==> config.mk <==
export PLATFORM = sky130hd
export DESIGN_NAME = conv_mac_core
export DESIGN_NICKNAME = d
export VERILOG_FILES = /design/src/logic/conv_pkg.sv /design/src/logic/acc_stream_if.sv /design/src/logic/signed_mult_pipe.sv /design/src/logic/mac_pipeline.sv /design/src/logic/acc_fifo.sv /design/src/logic/requant_packer.sv /design/src/logic/conv_mac_core.sv
export SDC_FILE = /design/constraint.sdc
export NUM_CORES = 1
export LEC_CHECK = 0
export ABC_CLOCK_PERIOD_IN_PS = 6300
export BUFFER_PORTS_ARGS = -buffer_cell sky130_fd_sc_hd__buf_2
export CAP_MARGIN = 5
export CORE_MARGIN = 2
export CORE_UTILIZATION = 63
export DETAILED_ROUTE_END_ITERATION = 8
export PLACE_DENSITY = 0.81
export SLEW_MARGIN = 25
export SYNTH_ARGS = -nofsm -noshare
export SYNTH_HDL_FRONTEND = slang
export SYNTH_SLANG_ARGS = --single-unit
export TNS_END_PERCENT = 20
==> constraint.sdc <==
create_clock -name clk -period 6.3 [get_ports clk]
set_clock_uncertainty 0.2 [all_clocks]
set_input_delay 0.945 -clock clk [delete_from_list [all_inputs] [get_ports clk]]
set_output_delay 0.945 -clock clk [all_outputs]
set_load 0.02 [all_outputs]
==> src/logic/conv_pkg.sv <==
////////////////////////////////////////////////////////////
// signed 8 bit taps and 3x3 windows only
// sums wider than ACC_W wrap silently
////////////////////////////////////////////////////////////
package conv_pkg;

  ////////////////////////////////////////////////////////////
  // datapath widths
  localparam int FEAT_W = 8;
  localparam int PROD_W = 16;
  localparam int ACC_W  = 28;
  localparam int WORD_W = 32;

  typedef logic signed [FEAT_W-1:0] feat_t;
  typedef logic signed [PROD_W-1:0] prod_t;
  typedef logic signed [ACC_W-1:0]  acc_t;
  typedef logic [WORD_W-1:0]        word_t;

  ////////////////////////////////////////////////////////////
  // window and pipeline shape
  localparam int KERNEL_TAPS = 9;   // one 3x3 window
  localparam int TAP_CNT_W   = $clog2(KERNEL_TAPS);
  localparam int MUL_STAGES  = 3;

  ////////////////////////////////////////////////////////////
  // requantization
  localparam int BIAS_SHIFT   = 6;    // bias x64 in, result /64 out
  localparam int PIX_MAX      = 127;
  localparam int PIX_PER_WORD = 4;
  localparam int PIX_W        = WORD_W / PIX_PER_WORD;
  localparam int PIX_CNT_W    = $clog2(PIX_PER_WORD);

  // buffer between the MAC and the packer
  localparam int ACC_FIFO_DEPTH = 4;
  localparam int FIFO_PTR_W     = $clog2(ACC_FIFO_DEPTH);
  localparam int FIFO_CNT_W     = $clog2(ACC_FIFO_DEPTH + 1);

  // rides through the multiplier next to the operands
  typedef struct packed {
    logic  valid;
    logic  last;   // ninth tap of a window
    feat_t bias;
  } tap_tag_t;

endpackage

==> src/logic/acc_stream_if.sv <==
////////////////////////////////////////////////////////////
// one window sum plus its bias, valid/ready handshake
////////////////////////////////////////////////////////////
`timescale 1ns/1ps

interface acc_stream_if;
  import conv_pkg::*;

  logic  valid;
  logic  ready;
  acc_t  sum;    // raw 3x3 window sum
  feat_t bias;   // unscaled bias byte

  modport src (
    output valid,
    output sum,
    output bias,
    input  ready
  );

  modport dst (
    input  valid,
    input  sum,
    input  bias,
    output ready
  );

endinterface

==> src/logic/signed_mult_pipe.sv <==
////////////////////////////////////////////////////////////
// 3 enabled cycles of latency, everything holds while en is low
////////////////////////////////////////////////////////////
`timescale 1ns/1ps

module signed_mult_pipe (
  input  logic               clk,
  input  logic               rstn,
  input  logic               en,
  input  conv_pkg::feat_t    a,
  input  conv_pkg::feat_t    b,
  input  conv_pkg::tap_tag_t tag_in,
  output conv_pkg::prod_t    p,
  output conv_pkg::tap_tag_t tag_out
);
  import conv_pkg::*;

  logic [FEAT_W-1:0] a_mag;                 // stage 1
  logic [FEAT_W-1:0] b_mag;
  logic              sign_s1;
  logic              sign_s2;
  tap_tag_t          tag_s1;
  tap_tag_t          tag_s2;
  logic [PROD_W-1:0] pp [FEAT_W];           // gated partial products
  logic [PROD_W-1:0] pair_sum [FEAT_W/2];   // stage 2
  logic [PROD_W-1:0] mag_sum;

  // tag delay line, only the tags carry control state
  always_ff @(posedge clk) begin
    if (!rstn) begin
      tag_s1  <= '0;
      tag_s2  <= '0;
      tag_out <= '0;
    end else if (en) begin
      tag_s1  <= tag_in;
      tag_s2  <= tag_s1;
      tag_out <= tag_s2;
    end
  end

  ////////////////////////////////////////////////////////////
  // stage 1 magnitudes and product sign
  // -128 maps to an unsigned 128 which still fits in 8 bits
  always_ff @(posedge clk) begin
    if (en) begin
      a_mag   <= a[FEAT_W-1] ? (~a + 1'b1) : a;
      b_mag   <= b[FEAT_W-1] ? (~b + 1'b1) : b;
      sign_s1 <= a[FEAT_W-1] ^ b[FEAT_W-1];
    end
  end

  ////////////////////////////////////////////////////////////
  // stage 2 partial products summed in pairs
  always_comb begin
    for (int i = 0; i < FEAT_W; i++) begin
      pp[i] = b_mag[i] ? (PROD_W'(a_mag) << i) : '0;
    end
  end

  always_ff @(posedge clk) begin
    if (en) begin
      for (int k = 0; k < FEAT_W / 2; k++) begin
        pair_sum[k] <= pp[2*k] + pp[2*k+1];
      end
      sign_s2 <= sign_s1;
    end
  end

  ////////////////////////////////////////////////////////////
  // stage 3 rest of the tree, then the sign goes back on
  always_comb begin
    mag_sum = '0;
    for (int k = 0; k < FEAT_W / 2; k++) begin
      mag_sum = mag_sum + pair_sum[k];
    end
  end

  always_ff @(posedge clk) begin
    if (en) begin
      p <= sign_s2 ? (~mag_sum + 1'b1) : mag_sum;   // max magnitude 16384
    end
  end

endmodule

==> src/logic/mac_pipeline.sv <==
////////////////////////////////////////////////////////////
// bias is sampled on the ninth tap; windows are counted from reset
// a stalled output freezes the multiplier and drops in_ready
////////////////////////////////////////////////////////////
`timescale 1ns/1ps

module mac_pipeline (
  input  logic             clk,
  input  logic             rstn,
  input  logic             in_valid,
  output logic             in_ready,
  input  conv_pkg::feat_t  in_feat,
  input  conv_pkg::feat_t  in_weight,
  input  conv_pkg::feat_t  in_bias,
  acc_stream_if.src        acc_out
);
  import conv_pkg::*;

  logic [TAP_CNT_W-1:0] tap_cnt;   // taps accepted in this window
  logic                 tap_last;
  logic                 advance;
  tap_tag_t             tag_in;
  tap_tag_t             tag_out;
  prod_t                prod;
  acc_t                 accum;
  acc_t                 accum_next;

  // output register empty or leaving this cycle
  assign advance  = !acc_out.valid || acc_out.ready;
  assign in_ready = advance;
  assign tap_last = (tap_cnt == TAP_CNT_W'(KERNEL_TAPS - 1));

  always_comb begin
    tag_in.valid = in_valid;   // in_ready is high whenever en is
    tag_in.last  = tap_last;
    tag_in.bias  = in_bias;
  end

  signed_mult_pipe i_signed_mult_pipe (
    .clk     (clk),
    .rstn    (rstn),
    .en      (advance),
    .a       (in_feat),
    .b       (in_weight),
    .tag_in  (tag_in),
    .p       (prod),
    .tag_out (tag_out)
  );

  assign accum_next = accum + {{(ACC_W-PROD_W){prod[PROD_W-1]}}, prod};

  ////////////////////////////////////////////////////////////
  // tap counter, accumulator and output valid
  always_ff @(posedge clk) begin
    if (!rstn) begin
      tap_cnt       <= '0;
      accum         <= '0;
      acc_out.valid <= 1'b0;
    end else begin
      if (in_valid && in_ready) begin
        tap_cnt <= tap_last ? '0 : tap_cnt + 1'b1;
      end
      if (advance) begin
        acc_out.valid <= tag_out.valid && tag_out.last;   // old sum leaves here
        if (tag_out.valid) begin
          accum <= tag_out.last ? '0 : accum_next;
        end
      end
    end
  end

  // finished window sum and its bias
  always_ff @(posedge clk) begin
    if (advance && tag_out.valid && tag_out.last) begin
      acc_out.sum  <= accum_next;
      acc_out.bias <= tag_out.bias;
    end
  end

  // a waiting sum must not move until the FIFO takes it
  a_out_stable: assert property (@(posedge clk) disable iff (!rstn)
    acc_out.valid && !acc_out.ready |=>
      acc_out.valid && $stable(acc_out.sum) && $stable(acc_out.bias));

endmodule

==> src/logic/acc_fifo.sv <==
////////////////////////////////////////////////////////////
// no bypass, a write is seen at the output one cycle later
////////////////////////////////////////////////////////////
`timescale 1ns/1ps

module acc_fifo (
  input  logic      clk,
  input  logic      rstn,
  acc_stream_if.dst wr,
  acc_stream_if.src rd
);
  import conv_pkg::*;

  acc_t                  sum_mem  [ACC_FIFO_DEPTH];
  feat_t                 bias_mem [ACC_FIFO_DEPTH];
  logic [FIFO_PTR_W-1:0] wr_ptr;
  logic [FIFO_PTR_W-1:0] rd_ptr;
  logic [FIFO_CNT_W-1:0] count;
  logic                  do_wr;
  logic                  do_rd;

  assign wr.ready = (count != FIFO_CNT_W'(ACC_FIFO_DEPTH));   // low only when full
  assign rd.valid = (count != '0);
  assign rd.sum   = sum_mem[rd_ptr];
  assign rd.bias  = bias_mem[rd_ptr];

  assign do_wr = wr.valid && wr.ready;
  assign do_rd = rd.valid && rd.ready;

  ////////////////////////////////////////////////////////////
  // storage
  always_ff @(posedge clk) begin
    if (do_wr) begin
      sum_mem[wr_ptr]  <= wr.sum;
      bias_mem[wr_ptr] <= wr.bias;
    end
  end

  // pointers wrap at the depth
  always_ff @(posedge clk) begin
    if (!rstn) begin
      wr_ptr <= '0;
      rd_ptr <= '0;
      count  <= '0;
    end else begin
      if (do_wr) begin
        wr_ptr <= (wr_ptr == FIFO_PTR_W'(ACC_FIFO_DEPTH - 1)) ? '0 : wr_ptr + 1'b1;
      end
      if (do_rd) begin
        rd_ptr <= (rd_ptr == FIFO_PTR_W'(ACC_FIFO_DEPTH - 1)) ? '0 : rd_ptr + 1'b1;
      end
      case ({do_wr, do_rd})
        2'b10:   count <= count + 1'b1;
        2'b01:   count <= count - 1'b1;
        default: count <= count;
      endcase
    end
  end

  // pointers meeting over stored data means full, a write there overwrites the head
  a_no_overflow: assert property (@(posedge clk) disable iff (!rstn)
    do_wr |-> !(wr_ptr == rd_ptr && count != '0));

endmodule

==> src/logic/requant_packer.sv <==
////////////////////////////////////////////////////////////
// pixel is 0..127, pixel 0 lands in bits 7:0
////////////////////////////////////////////////////////////
`timescale 1ns/1ps

module requant_packer (
  input  logic            clk,
  input  logic            rstn,
  acc_stream_if.dst       acc_in,
  output logic            out_valid,
  input  logic            out_ready,
  output conv_pkg::word_t out_data
);
  import conv_pkg::*;

  acc_t                 total;
  acc_t                 scaled;
  logic [PIX_W-1:0]     pixel;
  logic [PIX_CNT_W-1:0] pix_cnt;   // next free slot in the word
  word_t                word_q;
  logic                 take;

  assign acc_in.ready = !out_valid;   // hold off while a word waits
  assign take         = acc_in.valid && acc_in.ready;

  ////////////////////////////////////////////////////////////
  // bias add and clamp
  assign total  = acc_in.sum + (acc_t'(acc_in.bias) <<< BIAS_SHIFT);
  assign scaled = total >>> BIAS_SHIFT;   // floor divide by 64

  always_comb begin
    if (total[ACC_W-1]) begin
      pixel = '0;                         // negative result
    end else if (scaled > acc_t'(PIX_MAX)) begin
      pixel = PIX_W'(PIX_MAX);
    end else begin
      pixel = scaled[PIX_W-1:0];
    end
  end

  ////////////////////////////////////////////////////////////
  // packing
  always_ff @(posedge clk) begin
    if (take) begin
      word_q[pix_cnt*PIX_W +: PIX_W] <= pixel;
    end
  end

  always_ff @(posedge clk) begin
    if (!rstn) begin
      pix_cnt   <= '0;
      out_valid <= 1'b0;
    end else begin
      if (take) begin
        if (pix_cnt == PIX_CNT_W'(PIX_PER_WORD - 1)) begin
          pix_cnt   <= '0;
          out_valid <= 1'b1;              // word complete
        end else begin
          pix_cnt <= pix_cnt + 1'b1;
        end
      end else if (out_valid && out_ready) begin
        out_valid <= 1'b0;
      end
    end
  end

  assign out_data = word_q;

  a_word_stable: assert property (@(posedge clk) disable iff (!rstn)
    out_valid && !out_ready |=> out_valid && $stable(out_data));

endmodule

==> src/logic/conv_mac_core.sv <==
////////////////////////////////////////////////////////////
// taps in, packed pixel words out, latency depends on stalls
////////////////////////////////////////////////////////////
`timescale 1ns/1ps

module conv_mac_core (
  input  logic            clk,
  input  logic            rstn,
  // tap stream
  input  logic            in_valid,
  output logic            in_ready,
  input  conv_pkg::feat_t in_feat,
  input  conv_pkg::feat_t in_weight,
  input  conv_pkg::feat_t in_bias,
  // word stream
  output logic            out_valid,
  input  logic            out_ready,
  output conv_pkg::word_t out_data
);

  acc_stream_if mac_to_fifo ();   // window sums from the MAC
  acc_stream_if fifo_to_rq ();    // buffered sums to the packer

  mac_pipeline i_mac_pipeline (
    .clk       (clk),
    .rstn      (rstn),
    .in_valid  (in_valid),
    .in_ready  (in_ready),
    .in_feat   (in_feat),
    .in_weight (in_weight),
    .in_bias   (in_bias),
    .acc_out   (mac_to_fifo.src)
  );

  acc_fifo i_acc_fifo (
    .clk  (clk),
    .rstn (rstn),
    .wr   (mac_to_fifo.dst),
    .rd   (fifo_to_rq.src)
  );

  requant_packer i_requant_packer (
    .clk       (clk),
    .rstn      (rstn),
    .acc_in    (fifo_to_rq.dst),
    .out_valid (out_valid),
    .out_ready (out_ready),
    .out_data  (out_data)
  );

endmodule

==> run summary <==
RSZ-0062 raised after global routing -> false
WL/cell -> 19.60 µm
most used standard cell by instance count after synthesis -> edfxtp_1
Crit. End Element -> flip-flop
global routing usage on met2 -> 0.4561
clock slew at reported path FFs -> 0.06 ns
synthesized flop and latch total -> 331
CTS tree -> built
gr busiest metal -> met2
Die Height -> 168.2 µm
H-tree level count -> 2
setup violators final -> 0
Sink Count -> 331
Total GRT Usage -> 0.2591
Max IR drop VDD -> 0.2222 mV
largest fanout on the critical path -> 19
crit path cell chain -> buf_4 -> mux4_2 -> ha_1 -> a21o_1 -> a221oi_1 -> o21a_1 -> nand2_1 -> a22o_2 -> a311o_1 -> a21oi_2 -> mux2i_1 -> a21oi_1
post-synthesis cell count -> 1409
yosys warns -> 0
Core Rows -> 60
Avg Vias per Cell -> 6.056
Routed WL -> 36150 µm
GR Util met1 -> 0.3364
CP startpoint kind -> flip-flop
Rel. slew slack -> 0.3222
fin crit period -> 4.825 ns
Placer Congestion -> 0.9180
total CTS buffers -> 34
setup_tns -> 0 ns
Setup Buffers After CTS -> 0
Final period util -> 0.7658
I/O pins -> 62
global-route wire length before repair -> 57840 µm
fin. max-slew vios -> 0
post_cts resized -> 0
total core area -> 26730 µm²
largest net degree at the start of global routing -> 79
Hold Fails Final Rpt -> 0
share of post-route cells with drive strength above 1 -> 0.1164
Initial Util -> 0.6357
detailed placement HPWL -> 24280 µm
largest area contributor in the netlist -> edfxtp_1
Top FF cell, synth -> edfxtp_1
Synth top area share -> 0.4525
top cells by count, synth -> 256 x edfxtp_1, 145 x a21oi_1, 128 x nand2_1, 116 x ha_1, 75 x dfxtp_1
library cells used by synthesis -> 75
static leakage -> 7.405 nW
Buf/Inv on CP -> 1
Die ar. -> 28300 µm²
global-route track usage on met3 -> 0.03338
Worst path max stage delay -> 0.59 ns
DRC errors left -> 0
Seq/Total Area, Yosys -> 0.5409
DRT antenna net count -> 0
area grow syn2layout -> 10.36%
worst hold margin -> 0.2234 ns
crit path DAT -> 4.86 ns
clock latency on the worst-skew pair -> 0.51 ns
top post-synthesis cells by area -> edfxtp_1 45%, dfxtp_1 8.8%, ha_1 8.5%
number of flops mapped to enable cells by yosys -> 256
Bufs on Longest Clock Path -> 3
PwrDens -> 400.9 nW/µm²
cell at the root of the clock tree -> clkbuf_16
Avg Synthesized Cell Area -> 12.06 µm²
Die W -> 168.2 µm
initial antenna violation count -> 0
WS Path Type -> flip-flop to flip-flop
nets -> 1641
Max-cap violations -> 0
Slowest-stage cell, CP -> dfxtp_2
Max Fclk -> 0.2073 GHz
delay-heaviest family, CP -> compound AO/OA/AOI/OAI gates
port bufs -> 61
status -> finished, final reports clean
vias in the first global route -> 11210
GR Overflow Total -> 0
CP required -> 6.33 ns
DR vias -> 11170
DRT Pass-1 Iters -> 7
Worst-Margin Slew -> 1.017 ns
hold crit path type -> flip-flop to flip-flop
hold buffer count at CTS -> 0
Ant. Diodes -> 0
initial DRC count -> 1001
asr flop ratio synth -> 0
Netlist Area Pre-Place -> 16990 µm²
-- final cells by class --
class | instances | area (µm²)
sequential | 331 | 9190
fill | 1813 | 7978
multi-input combinational | 971 | 7367
clock buffer | 43 | 914.6
tap | 341 | 426.7
timing repair buffer | 69 | 365.4
inverter | 70 | 265.3
clock inverter | 19 | 219.0
-- cell families (layout without fill, tap and decap cells) --
group / Yosys count / count (layout) / synth area share
simple gates: 384 / 384 / 0.1128
xor+xnor: 98 / 98 / 0.05096
mux: 39 / 39 / 0.04522
buf+inv: 110 / 201 / 0.02673
compound gates: 310 / 310 / 0.1142
fa+ha+maj: 136 / 136 / 0.1090
flops: 331 / 331 / 0.5409
other cells: 1 / 4 / 0.0002207
-- metal layers --
metal  routed length (µm)  part of all wire
met3                 1885             0.052
met5                    0                 0
met2                18320              0.51
met4                  892             0.025
met1                15050              0.42
-- report_power, final --
group	total, W	leakage, nW	switching, W	internal (W)
combinational	0.00271	3.77	0.00160	0.00111
clock	0.00205	0.552	0.000846	0.00121
sequential	0.00276	3.09	0.000144	0.00261
total	0.00752	7.41	0.00259	0.00493
-- sequential cells by signal (all words and copies together) (netlist names), 2 cells and up, named ones only --
| signal | cells |
|---|---|
| i_acc_fifo.sum_mem | 88 |
| i_mac_pipeline.i_signed_mult_pipe.pair_sum | 40 |
| i_acc_fifo.bias_mem | 32 |
| i_requant_packer.out_data | 32 |
| i_mac_pipeline.accum | 28 |
| i_mac_pipeline.acc_out.sum | 22 |
| i_mac_pipeline.i_signed_mult_pipe.p | 16 |
| i_mac_pipeline.i_signed_mult_pipe.tag_out | 10 |
| i_mac_pipeline.i_signed_mult_pipe.tag_s1 | 10 |
| i_mac_pipeline.i_signed_mult_pipe.tag_s2 | 10 |
| i_mac_pipeline.acc_out.bias | 8 |
| i_mac_pipeline.i_signed_mult_pipe.a_mag | 8 |
| i_mac_pipeline.i_signed_mult_pipe.b_mag | 8 |
| i_mac_pipeline.tap_cnt | 4 |
| i_acc_fifo.count | 3 |
| i_acc_fifo.rd_ptr | 2 |
| i_acc_fifo.wr_ptr | 2 |
| i_requant_packer.pix_cnt | 2 |
-- metrics by stage --
step	util	worst slack, ns	power (W)	cell area (µm²)	instances
detailed placement	0.6591	1.506	0.005440	17610	1782
global route	0.7015	1.079	0.007889	18750	1844
floorplan	-	1.363	0.004801	17000	1412
finish	0.7015	1.475	0.007517	18750	1844
global placement	0.6590	1.561	0.005368	17610	1782
CTS	0.7015	1.436	0.007518	18750	1844
-- path summary, 6_finish.rpt --
path,start,end,slack [ns],depth (start not counted)
max,flip-flop,i_requant_packer.out_data[13]$_DFFE_PP_,1.48,12
min,i_mac_pipeline.i_signed_mult_pipe.sign_s1$_DFFE_PN_,i_mac_pipeline.i_signed_mult_pipe.sign_s2$_DFFE_PN_,0.22,0
min reg2reg,i_mac_pipeline.i_signed_mult_pipe.sign_s1$_DFFE_PN_,i_mac_pipeline.i_signed_mult_pipe.sign_s2$_DFFE_PN_,0.22,0
max reg2reg,flip-flop,i_requant_packer.out_data[13]$_DFFE_PP_,1.48,12
-- placed cells by master, fill, tap and decap left out, types with 5 or more instances in the layout --
cell and n:
ha_1 116, or3_1 11, a211oi_1 6, mux2i_1 7, and2_1 59, a21oi_1 145
edfxtp_1 256, clkbuf_16 34, o31ai_1 5, clkinv_1 6, nand2_1 128, o21bai_1 24
nand2b_1 11, nor2b_1 5, nor2_1 72, dfxtp_1 74, nor3b_1 5, and3_1 12
xor2_1 30, clkbuf_1 6, o21ai_0 34, inv_1 68, fa_1 20, buf_2 61
mux4_2 30, nand3_1 19, nand4_1 5, nor3_1 21, xnor2_1 67, buf_4 8
a21o_1 25, nor4b_1 5, a31oi_1 9, a22oi_1 16, o21a_1 8
Note: power is estimated with default switching activity, not from simulation.
